<file path="config.mk">
export PLATFORM = sky130hd
export DESIGN_NAME = cholesky_top
export DESIGN_NICKNAME = d
export VERILOG_FILES = /design/src/logic/chol_num_pkg.sv /design/src/logic/chol_ctrl_pkg.sv /design/src/logic/pivot_bus_if.sv /design/src/logic/isqrt_unit.sv /design/src/logic/row_lane.sv /design/src/logic/factor_collector.sv /design/src/logic/factor_sequencer.sv /design/src/logic/cholesky_top.sv
export VERILOG_INCLUDE_DIRS = /design/src /design/src/logic
export SDC_FILE = /design/constraint.sdc
export NUM_CORES = 2
export LEC_CHECK = 0
export ABC_CLOCK_PERIOD_IN_PS = 16500
export BUFFER_PORTS_ARGS = -buffer_cell sky130_fd_sc_hd__buf_4
export CAP_MARGIN = 15
export CORE_MARGIN = 2
export CORE_UTILIZATION = 45
export CTS_CLUSTER_SIZE = 8
export DETAILED_ROUTE_END_ITERATION = 10
export GPL_TIMING_DRIVEN = 1
export PLACE_DENSITY = 0.69
export SYNTH_ARGS = -nofsm -noshare
export SYNTH_HDL_FRONTEND = slang
export SYNTH_SLANG_ARGS = --single-unit
export TNS_END_PERCENT = 5
</file>
<file path="constraint.sdc">
create_clock -name i -period 16.5 [get_ports i]
set_clock_uncertainty 0.1 [all_clocks]
set_input_delay 4.95 -clock i [delete_from_list [all_inputs] [get_ports i]]
set_output_delay 4.95 -clock i [all_outputs]
set_load 0.005 [all_outputs]
</file>
<file path="src/logic/chol_settings.svh">
/* Cholesky factor sizes */

`ifndef CHOL_SETTINGS_SVH
`define CHOL_SETTINGS_SVH

// Matrix dimension, one row lane per row
`define CHOL_N 4

// A and the working matrix hold sums of products of two factor entries
`define CHOL_ELEM_W 27

// Entries of L, wide enough for the root of the largest element
`define CHOL_ROOT_W 14

// Row and column index, log2 of CHOL_N
`define CHOL_IDX_W 2

`endif

</file>
<file path="src/logic/chol_num_pkg.sv">
/* Numeric matrix types */

`include "chol_settings.svh"

package chol_num_pkg;

	typedef logic [`CHOL_ELEM_W-1:0] elem_t; // One element of A or the working copy
	typedef logic [`CHOL_ROOT_W-1:0] root_t; // One entry of L

	// Rows are packed with element 0 in the low bits
	typedef elem_t [`CHOL_N-1:0] elem_row_t; // One row of A
	typedef elem_row_t [`CHOL_N-1:0] elem_mat_t; // Whole of A, indexed [row][col]

	typedef root_t [`CHOL_N-1:0] root_vec_t; // One value of L per row
	typedef root_vec_t [`CHOL_N-1:0] root_mat_t; // Whole of L, indexed [row][col]

endpackage

</file>
<file path="src/logic/chol_ctrl_pkg.sv">
/* Sequencer control types */

`include "chol_settings.svh"

package chol_ctrl_pkg;

	typedef logic [`CHOL_IDX_W-1:0] col_idx_t; // Column or row number

	typedef enum logic [2:0] {
		IDLE, // Waiting for start
		ROOT, // Pivot root in flight
		DIVIDE, // Lanes dividing the column by the root
		UPDATE, // Rank-one update of the trailing rows
		FINISH, // Done pulse
		FAULT // Error pulse after a zero pivot
	} seq_state_t;

endpackage

</file>
<file path="src/logic/pivot_bus_if.sv">
/* Pivot and column bus */

`include "chol_settings.svh"

interface pivot_bus_if;
	import chol_num_pkg::*;
	import chol_ctrl_pkg::*;

	col_idx_t col; // Column being eliminated
	logic load; // Copy A into the lanes and clear L
	root_t root; // Root of the current pivot
	logic root_valid; // Root is ready, lanes start dividing
	elem_row_t diag; // Each lane shows its own diagonal element
	root_vec_t quot; // Each lane shows its entry of the current L column
	logic [`CHOL_N-1:0] quot_valid; // Division finished, level per lane
	logic update_go; // Apply the rank-one update this cycle

	modport seq (
		output col, load, root, root_valid, update_go,
		input diag, quot_valid
	);

	// A lane drives only its own slice of diag, quot and quot_valid
	modport lane (
		input col, load, root, root_valid, update_go,
		output diag, quot, quot_valid
	);

	modport collector (
		input col, load, root, root_valid, update_go, quot
	);

endinterface

</file>
<file path="src/logic/isqrt_unit.sv">
/* Integer square root */

`include "chol_settings.svh"

module isqrt_unit (
	input logic i,
	input logic rst,
	input chol_num_pkg::elem_t radicand,
	input logic go,
	output chol_num_pkg::root_t result,
	output logic done
);
	import chol_num_pkg::*;

	localparam int RAD_W = 2 * `CHOL_ROOT_W; // Radicand padded to whole bit pairs
	localparam int REM_W = `CHOL_ROOT_W + 2;
	localparam int STEP_W = $clog2(`CHOL_ROOT_W);
	localparam logic [STEP_W-1:0] LAST_STEP = STEP_W'(`CHOL_ROOT_W - 1);

	logic [RAD_W-1:0] rad; // Bit pairs shift out at the top
	logic [REM_W-1:0] rem; // Stays below twice the partial root
	root_t root;
	logic [STEP_W-1:0] step;
	logic running;
	logic [REM_W+1:0] shifted;
	logic [REM_W+1:0] trial;
	logic [REM_W+1:0] diff;
	logic fits;

	assign shifted = {rem, rad[RAD_W-1 -: 2]}; // Bring down the next bit pair
	assign trial = {2'b00, root, 2'b01}; // 4 * root + 1 tests the next root bit as one
	assign fits = shifted >= trial;
	assign diff = shifted - trial;
	assign result = root;

	always_ff @(posedge i) begin
		if (rst) begin
			running <= 1'b0;
			step <= '0;
			done <= 1'b0;
		end else begin
			done <= 1'b0;
			if (go) begin
				running <= 1'b1;
				step <= '0;
			end else if (running) begin
				step <= step + 1'b1;
				if (step == LAST_STEP) begin // One root bit per cycle, MSB first
					running <= 1'b0;
					done <= 1'b1;
				end
			end
		end
	end

	always_ff @(posedge i) begin
		if (go) begin
			rad <= {{(RAD_W - `CHOL_ELEM_W){1'b0}}, radicand};
			rem <= '0;
			root <= '0;
		end else if (running) begin
			rad <= rad << 2;
			rem <= fits ? diff[REM_W-1:0] : shifted[REM_W-1:0];
			root <= {root[`CHOL_ROOT_W-2:0], fits}; // Floor of the root when finished
		end
	end

	a_root_latency: assert property (@(posedge i) disable iff (rst)
		go |-> ##15 done);

endmodule

</file>
<file path="src/logic/row_lane.sv">
/* Matrix row lane */

`include "chol_settings.svh"

module row_lane #(
	parameter int ROW = 0
) (
	input logic i,
	input logic rst,
	input chol_num_pkg::elem_row_t a_row,
	pivot_bus_if.lane bus
);
	import chol_num_pkg::*;
	import chol_ctrl_pkg::*;

	localparam int DIV_STEPS = `CHOL_ELEM_W; // One quotient bit per dividend bit
	localparam int STEP_W = $clog2(DIV_STEPS);
	localparam logic [STEP_W-1:0] LAST_STEP = STEP_W'(DIV_STEPS - 1);
	localparam col_idx_t ROW_IDX = col_idx_t'(ROW);

	elem_row_t work; // Working copy of this row of A
	elem_t qd; // Dividend shifts out at the top, quotient shifts in at the bottom
	root_t dsr;
	root_t rem; // Partial remainder, always below the divisor
	root_t quot; // This row's entry of the current L column
	logic [STEP_W-1:0] step;
	logic div_busy;
	logic valid_q;
	logic div_start;
	logic [`CHOL_ROOT_W:0] shifted;
	logic [`CHOL_ROOT_W:0] diff;
	logic fits;
	logic [2*`CHOL_ROOT_W-1:0] prod [`CHOL_N];

	assign div_start = bus.root_valid && (ROW_IDX > bus.col); // Only rows below the pivot divide
	assign shifted = {rem, qd[`CHOL_ELEM_W-1]};
	assign diff = shifted - {1'b0, dsr};
	assign fits = shifted >= {1'b0, dsr};

	// Update multipliers, L[ROW][col] times L[j][col] for every column
	always_comb begin
		for (int j = 0; j < `CHOL_N; j++) begin
			prod[j] = bus.quot[ROW] * bus.quot[j];
		end
	end

	always_ff @(posedge i) begin
		if (bus.load) begin
			work <= a_row;
		end else if (bus.update_go && (ROW_IDX > bus.col)) begin
			for (int j = 0; j < `CHOL_N; j++) begin
				if ((j > bus.col) && (j <= ROW))
					work[j] <= work[j] - prod[j][`CHOL_ELEM_W-1:0]; // Lower triangle only
			end
		end
	end

	always_ff @(posedge i) begin
		if (rst) begin
			div_busy <= 1'b0;
			valid_q <= 1'b0;
			step <= '0;
		end else if (bus.load) begin
			div_busy <= 1'b0;
			valid_q <= 1'b0;
		end else if (bus.root_valid) begin
			div_busy <= div_start;
			valid_q <= 1'b0; // Old quotient is stale once a new root arrives
			step <= '0;
		end else if (div_busy) begin
			step <= step + 1'b1;
			if (step == LAST_STEP) begin
				div_busy <= 1'b0;
				valid_q <= 1'b1; // Held until the next root
			end
		end
	end

	always_ff @(posedge i) begin
		if (div_start) begin
			qd <= work[bus.col];
			dsr <= bus.root;
			rem <= '0;
		end else if (div_busy) begin
			qd <= {qd[`CHOL_ELEM_W-2:0], fits};
			rem <= fits ? diff[`CHOL_ROOT_W-1:0] : shifted[`CHOL_ROOT_W-1:0];
		end
		if (bus.root_valid && (ROW_IDX == bus.col))
			quot <= bus.root; // Diagonal entry is the root itself
		else if (div_busy && (step == LAST_STEP))
			quot <= {qd[`CHOL_ROOT_W-2:0], fits}; // Exact quotients fit in a root entry
	end

	assign bus.diag[ROW] = work[ROW];
	assign bus.quot[ROW] = quot;
	assign bus.quot_valid[ROW] = valid_q;

	// The sequencer faults on a zero pivot before any lane divides by it
	a_divisor_nonzero: assert property (@(posedge i) disable iff (rst)
		div_start |-> (bus.root != '0));

endmodule

</file>
<file path="src/logic/factor_collector.sv">
/* Factor collector */

`include "chol_settings.svh"

module factor_collector (
	input logic i,
	input logic rst,
	pivot_bus_if.collector bus,
	output chol_num_pkg::root_mat_t l_matrix
);
	import chol_num_pkg::*;

	root_mat_t l_q; // Entries of L gathered column by column

	always_ff @(posedge i) begin
		if (rst || bus.load) begin
			l_q <= '0; // Upper triangle is never written and stays zero
		end else begin
			if (bus.root_valid)
				l_q[bus.col][bus.col] <= bus.root;
			if (bus.update_go) begin // Quotients are stable while the update runs
				for (int r = 0; r < `CHOL_N; r++) begin
					if (r > bus.col)
						l_q[r][bus.col] <= bus.quot[r];
				end
			end
		end
	end

	assign l_matrix = l_q; // Holds until the next load

endmodule

</file>
<file path="src/logic/factor_sequencer.sv">
/* Column sequencer */

`include "chol_settings.svh"

module factor_sequencer (
	input logic i,
	input logic rst,
	input logic start,
	output logic busy,
	output logic done,
	output logic error,
	output chol_num_pkg::elem_t radicand,
	output logic root_go,
	input chol_num_pkg::root_t root_result,
	input logic root_done,
	pivot_bus_if.seq bus
);
	import chol_num_pkg::*;
	import chol_ctrl_pkg::*;

	localparam col_idx_t LAST = col_idx_t'(`CHOL_N - 1); // Last column has no rows below it

	seq_state_t state;
	col_idx_t col;
	logic load_q; // Load pulse, one cycle after start
	logic pend; // Root unit is working on the current pivot
	elem_t pivot;
	logic issue; // Pivot is settled and not yet sent
	logic [`CHOL_N-1:0] lower_rows; // Lanes that divide in this column
	logic quots_ready;

	assign pivot = bus.diag[col]; // Diagonal of lane col after all earlier updates
	assign issue = (state == ROOT) && !pend && !load_q; // Lanes hold A one cycle after load
	assign radicand = pivot;
	assign root_go = issue && (pivot != '0);

	always_comb begin
		for (int r = 0; r < `CHOL_N; r++) begin
			lower_rows[r] = r > col;
		end
	end

	// Rows at or above the pivot do not divide, so their valid bits do not count
	assign quots_ready = &(bus.quot_valid | ~lower_rows);

	assign busy = state inside {ROOT, DIVIDE, UPDATE};
	assign done = state == FINISH;
	assign error = state == FAULT;

	assign bus.col = col;
	assign bus.load = load_q;
	assign bus.root = root_result; // Root unit holds its result until the next go
	assign bus.root_valid = (state == ROOT) && root_done;
	assign bus.update_go = state == UPDATE;

	always_ff @(posedge i) begin
		if (rst) begin
			state <= IDLE;
			col <= '0;
			load_q <= 1'b0;
			pend <= 1'b0;
		end else begin
			load_q <= 1'b0;
			if (!busy && start) begin // Also taken in the done or error cycle
				state <= ROOT;
				col <= '0;
				load_q <= 1'b1;
				pend <= 1'b0;
			end else begin
				case (state)
					ROOT: begin
						if (root_done) begin
							pend <= 1'b0;
							state <= (col == LAST) ? FINISH : DIVIDE; // Last column needs no division
						end else if (issue) begin
							if (pivot == '0)
								state <= FAULT; // Matrix is not positive definite
							else
								pend <= 1'b1;
						end
					end
					DIVIDE: begin
						if (quots_ready)
							state <= UPDATE;
					end
					UPDATE: begin
						col <= col + 1'b1; // Updated diagonal of the next lane is visible now
						state <= ROOT;
					end
					FINISH, FAULT: state <= IDLE;
					default: state <= IDLE;
				endcase
			end
		end
	end

	// A second pivot must not reach the root unit while it is still iterating
	a_go_spacing: assert property (@(posedge i) disable iff (rst)
		root_go |=> !root_go [*14]);

endmodule

</file>
<file path="src/logic/cholesky_top.sv">
/* Cholesky factor unit */

`include "chol_settings.svh"

module cholesky_top (
	input logic i,
	input logic rst,
	input logic start,
	input chol_num_pkg::elem_mat_t a_matrix,
	output logic busy,
	output logic done,
	output logic error,
	output chol_num_pkg::root_mat_t l_matrix
);
	import chol_num_pkg::*;

	elem_t radicand; // Pivot handed to the root unit
	logic root_go;
	root_t root_result;
	logic root_done;

	pivot_bus_if bus ();

	factor_sequencer u_seq (
		.i (i),
		.rst (rst),
		.start (start),
		.busy (busy),
		.done (done),
		.error (error),
		.radicand (radicand),
		.root_go (root_go),
		.root_result (root_result),
		.root_done (root_done),
		.bus (bus.seq)
	);

	isqrt_unit u_root (
		.i (i),
		.rst (rst),
		.radicand (radicand),
		.go (root_go),
		.result (root_result),
		.done (root_done)
	);

	// One lane per matrix row
	generate
		for (genvar g = 0; g < `CHOL_N; g++) begin : g_lane
			row_lane #(
				.ROW (g)
			) u_lane (
				.i (i),
				.rst (rst),
				.a_row (a_matrix[g]),
				.bus (bus.lane)
			);
		end
	endgenerate

	factor_collector u_coll (
		.i (i),
		.rst (rst),
		.bus (bus.collector),
		.l_matrix (l_matrix)
	);

endmodule

</file>
=== Yosys cells after proc, flatten, opt, wreduce, memory -nomap -nowiden ===
Index checks and enable logic that the tools add are counted.

* Bits of input ports: 435
* Logic and storage cells: 280
* Output and inout port bits: 227
* Register bits after elaboration: 881

* Eq/ne operators: 21
* $lt $le $gt $ge: 13
* Bitwise logic cells: 4
* Multipliers: 6
* Reductions and logical operators: 68
* Multiplexer cells: 87
* Add/subtract/negate cells: 16

{| class="wikitable"
|+ Operator list
! operator !! count
|-
| 27-bit 2-to-1 mux || 20
|-
| 224-bit 2-to-1 mux || 2
|-
| 224-bit bitwise mux || 1
|-
| 56-bit 2-to-1 mux || 4
|-
| 27-bit binary-select mux with 2-bit select || 4
|-
| 56-bit bitwise mux || 3
|-
| 168-bit 2-to-1 mux || 1
|-
| 14-bit by 14-bit multiplier with 27-bit output || 6
|-
| 81-bit 2-to-1 mux || 2
|-
| 27-bit subtractor || 6
|-
| 14-bit 2-to-1 mux || 10
|-
| 56-bit demux with 2-bit select || 1
|-
| 54-bit 2-to-1 mux || 2
|-
| 15-bit by 14-bit greater-or-equal comparator with 1-bit output || 3
|-
| 14-bit subtractor || 3
|-
| 5-bit 2-to-1 mux || 8
|-
| 2-bit nonzero test || 19
|-
| 14-bit demux with 2-bit select || 1
|-
| 2-bit AND reduction || 14
|-
| 27-bit logical NOT || 1
|-
| 27-bit nonzero test || 1
|-
| 1-bit 2-to-1 mux || 21
|-
| 5-bit by 1-bit adder with 5-bit output, second input constant || 4
|-
| 5-bit == test, second input constant || 4
|-
| 34 further kinds || 74
|}

=== Depth between registers and ports, before layout ===
* Depth in word-level cells: 12
* Gate-level depth with buffers: 25
* Gate-level depth less buffers: 23

=== Worst setup path after synthesis ===
OpenSTA, ideal clock, no wires.

* Kind: register to register
* Start: register g_lane[3].u_lane.quot[10]
* End: register g_lane[3].u_lane.work[79] in the netlist's numbering (data pin)
* Library setup time: 0.260 ns
* Path slack: 9.942 ns
* Path buffers: 3
* Required time: 16.140 ns
* Cell stages (with the launch flop): 22
* Arrival time: 6.198 ns
* Period minus slack after synthesis: 6.558 ns
* Cells stage by stage: edfxtp_1 > clkbuf_1 > clkbuf_1 > clkbuf_1 > nand2_1 > fa_1 > inv_1 > fa_1 > inv_1 > fa_1 > fa_1 > fa_1 > fa_1 > ha_1 > and2_1 > a21oi_1 > o311ai_2 > a2111oi_4 > o211ai_2 > a311oi_2 > xnor2_1 > mux2_2

* Cells in the longest elaborated chain, start to end: 5

{| class="wikitable"
|+ Ends and longest elaborated chain
! item !! RTL line !! source
|-
| from (decl) || row_lane.sv:25 || <nowiki>root_t quot;</nowiki>
|-
| from (signal assigned) || row_lane.sv:89 || <nowiki>quot <= bus.root;</nowiki>
|-
| from (signal assigned) || row_lane.sv:91 || <nowiki>quot <= {qd[`CHOL_ROOT_W-2:0], fits};</nowiki>
|-
| 14-bit by 14-bit multiplier with 27-bit output || row_lane.sv:43 || <nowiki>prod[j] = bus.quot[ROW] * bus.quot[j];</nowiki>
|-
| 27-bit subtractor || row_lane.sv:53 || <nowiki>work[j] <= work[j] - prod[j][`CHOL_ELEM_W-1:0];</nowiki>
|-
| 27-bit 2-to-1 mux || row_lane.sv:52 || <nowiki>if ((j > bus.col) && (j <= ROW))</nowiki>
|-
| 81-bit 2-to-1 mux || row_lane.sv:50 || <nowiki>end else if (bus.update_go && (ROW_IDX > bus.col)) begin</nowiki>
|-
| 81-bit 2-to-1 mux || row_lane.sv:48 || <nowiki>if (bus.load) begin</nowiki>
|-
| to (signal assigned) || row_lane.sv:49 || <nowiki>work <= a_row;</nowiki>
|-
| to (signal, indexed assignment) || row_lane.sv:53 ||
|-
| to (decl) || row_lane.sv:21 || <nowiki>elem_row_t work;</nowiki>
|}

No other way between the ends. The select of a mux whose other input is x is not followed.
A chain may end at the register's enable or synchronous reset.

=== Final worst setup path ===
* Start: register g_lane[1].u_lane.quot[8]
* End: register g_lane[3].u_lane.work[53] in the netlist's numbering (data pin)

* Cells in the longest elaborated chain, start to end: 5

{| class="wikitable"
|+ Ends and longest elaborated chain
! item !! RTL line
|-
| from (decl) || row_lane.sv:25
|-
| from (signal assigned) || row_lane.sv:89
|-
| from (signal assigned) || row_lane.sv:91
|-
| 14-bit by 14-bit multiplier with 27-bit output || row_lane.sv:43
|-
| 27-bit subtractor || row_lane.sv:53
|-
| 27-bit 2-to-1 mux || row_lane.sv:52
|-
| 81-bit 2-to-1 mux || row_lane.sv:50
|-
| 81-bit 2-to-1 mux || row_lane.sv:48
|}

No other way between the ends. The select of a mux whose other input is x is not followed.

==> run summary <==
Outcome -> finished, final reports clean
Max Slew Vio Count -> 0
CP peak stage delay -> 0.59 ns
Commonest non-fill, non-tap cell in the layout -> nand2_1
Drt total wl -> 262 mm
Worst-Skew Late Latency -> 0.80 ns
Met3 usage -> 0.0583
Rel. slew slack -> 0.161
Hold WC Path Type -> flip-flop to flip-flop
Unique masters post-synth -> 89
Hold path start -> u_coll.l_matrix[4]
Cell taking the most area after synthesis -> fa_1
Core Area -> 171000 um^2
FFs w/ async S/R, synth -> 0
Fmax -> 131 MHz
Final-report setup violation count -> 0
Initial drt markers -> 5519
Buf/Inv on CP -> 3
Wire per inst -> 24.1 um
Antenna Nets Post-Route -> 0
CP Max Fanout -> 36
Initial Util -> 0.452
Global-route wire length before repair -> 389 mm
Via count of the first global-routing pass -> 62243
Global-route met1 utilization -> 0.361
Worst Setup Path Type -> flip-flop to flip-flop
Global Route Usage Sum -> 0.300
Syn nets -> 10020
Worst setup SP type -> flip-flop
Die W -> 419 um
RR Startpoint -> g_lane[1].u_lane.quot[8]
Crit end category -> flip-flop
CTS buffer count -> 120
Minimum clock period -> 7.63 ns
CP required -> 16.93 ns
Crit-path slowest cell -> fa_1
Cell Area, Synth -> 77500 um^2
Share of layout cells above drive strength 1 -> 0.118
Power density cells -> 202 nW/um^2
CP arrival -> 8.06 ns
Port Buf Inserts -> 553
MaxCap Viol Count -> 0
Sink Count -> 847
Initial antenna violation count -> 28
RSZ-0062 raised after global routing -> false
Post-route core utilization -> 0.511
Mapped Cells -> 8045
Register bit count reported by yosys -> 847
Final GP Congestion -> 0.999
Grt met2 use -> 0.485
EDFF count, synth -> 516
Die height -> 419 um
Core Rows -> 152
Total gr overflow -> 0
Top_reg_cell synth -> edfxtp_1
Root buffer cell -> clkbuf_16
Hold_buf cts -> 0
Global routing's busiest layer -> met2
Final hold slack -> 0.354 ns
Via density -> 5.58
First-pass DRT Iterations -> 6
Synth top area share -> 0.243
Crit-path cells -> buf_4 > inv_1 > nor2_1 > fa_1 > fa_1 > inv_1 > fa_1 > fa_1 > fa_1 > fa_1 > ha_1 > and3_1 > a221o_1 > a31oi_1 > o21bai_1 > a31oi_1 > mux2i_1 > nand3_1
Die area -> 175000 um^2
Reg clk slew, reported paths -> 0.05 ns
Fin. Hold Viols -> 0
# fillers -> 15437
Post-Syn Area per Cell -> 9.63 um^2
Sequential share of the synthesized area -> 0.286
Setup TNS -> 0 ns
Actual slew at the worst max-slew pin -> 1.24 ns
Io pins -> 662
CP top delay family -> adder cells
Hpwl dp -> 199 mm
Worst vdd ir -> 0.178 mV
DRC viols -> 0
Area grow syn2layout -> 13.0%
Largest net degree at the start of global routing -> 94
Top post-synthesis cells by area -> fa_1, edfxtp_1, ha_1, dfxtp_1, nand2_1
Most frequent cells in the layout -> nand2_1, inv_1, fa_1
Max Buffers Root-to-Sink -> 3
CTS H-Tree Depth -> 3
Final Cycle Share -> 0.462
Most used cell, CP -> fa_1
Worst Setup SP -> g_lane[1].u_lane.quot[8]
Nets@finish -> 10413
CTS tree -> built
Total number of yosys warnings -> 0
PostCTS Resize Cnt -> 0
Setup Buffers After CTS -> 0
Routed vias -> 60573
Leakage -> 38.5 nW
[final timing paths]
check	to	slack (ns)	depth (start not counted)
setup / recovery	g_lane[3].u_lane.work[53]	8.87	18
hold / removal	u_coll.l_matrix[4]	0.35	2
setup reg to reg	g_lane[3].u_lane.work[53]	8.87	18
hold reg to reg	u_coll.l_matrix[4]	0.35	2
[layer usage]
metal | share of wire | vias up
met4 | 0.080 | 6
met5 | 0.00015 | -
met1 | 0.37 | 30477
met2 | 0.46 | 2717
met3 | 0.085 | 717
li1 | - | 26656
[through the flow]
stage	cells	total power [mW]	setup WS, ns	cell area [um^2]
after floorplan	8045	12.2	9.94	77500
after global placement	10624	14.9	9.04	83900
after detailed placement	10625	15.1	8.97	83900
after CTS	10833	17.6	8.94	87500
after global routing	10836	19.3	8.66	87500
final	10851	17.7	8.87	87500
[flip-flops by register name, summed over array words and instances (netlist names), 3 cells and up]
register,count
g_lane.u_lane.valid_q,3
u_root.rem,16
g_lane.u_lane.quot,42
g_lane.u_lane.qd,81
u_root.rad,28
g_lane.u_lane.div_busy,3
g_lane.u_lane.dsr,42
g_lane.u_lane.step,15
g_lane.u_lane.bus.diag,108
g_lane.u_lane.work,216
u_root.step,4
u_coll.l_matrix,224
u_root.result,14
g_lane.u_lane.rem,42
u_seq.state,3
[report_power, final]
group / switching [mW] / internal (mW)
registers: 0.517 / 3.04
clock network: 1.01 / 1.39
logic: 6.63 / 5.08
[cells by family (layout without fill, tap and decap cells)]
| logic type | count (synthesis) | count (layout) | share of synthesized area |
|---|---|---|---|
| adders and majority gates | 1540 | 1540 | 0.340 |
| other | 0 | 17 | 0 |
| xor gates and xnor gates | 259 | 259 | 0.0293 |
| AOI/OAI and AO/OA | 1156 | 1156 | 0.0908 |
| muxes | 197 | 197 | 0.0392 |
| DFF | 847 | 847 | 0.286 |
| and+or+nand+nor | 2258 | 2258 | 0.128 |
| buffers and inverters | 1788 | 2267 | 0.0873 |
[cell type report]
type / instances / area [um^2] / area share
diodes: 17 / 42.5 / 0.000486
clock buffers: 198 / 3400 / 0.0388
clock inverters: 10 / 165 / 0.00189
inverters: 1383 / 5190 / 0.0593
multi-input cells: 5410 / 48600 / 0.555
flip-flops and latches: 847 / 22100 / 0.253
well taps: 2310 / 2890 / 0.0330
repair buffers: 676 / 5100 / 0.0582
[cell usage after synthesis, types with 85 or more instances]
| cell type | number |
|---|---|
| nor2_1 | 291 |
| and2_1 | 307 |
| a21o_1 | 85 |
| clkbuf_1 | 367 |
| edfxtp_1 | 516 |
| a31oi_1 | 117 |
| xor2_1 | 102 |
| inv_1 | 1376 |
| dfxtp_1 | 331 |
| nand2_1 | 1379 |
| fa_1 | 939 |
| a21oi_1 | 325 |
| ha_1 | 601 |
| o21ai_0 | 380 |
| xnor2_1 | 157 |
[worst register-to-register path: stages, from the launching register on]
cell and delay [ns]:
edfxtp_1 0.57, buf_4 0.41, inv_1 0.43, nor2_1 0.13, fa_1 0.47, fa_1 0.49
inv_1 0.05, fa_1 0.59, fa_1 0.50, fa_1 0.51, fa_1 0.59, ha_1 0.48
and3_1 0.22, a221o_1 0.44, a31oi_1 0.59, o21bai_1 0.21, a31oi_1 0.31, mux2i_1 0.23
nand3_1 0.09
Power figures use the tool's default switching activity.
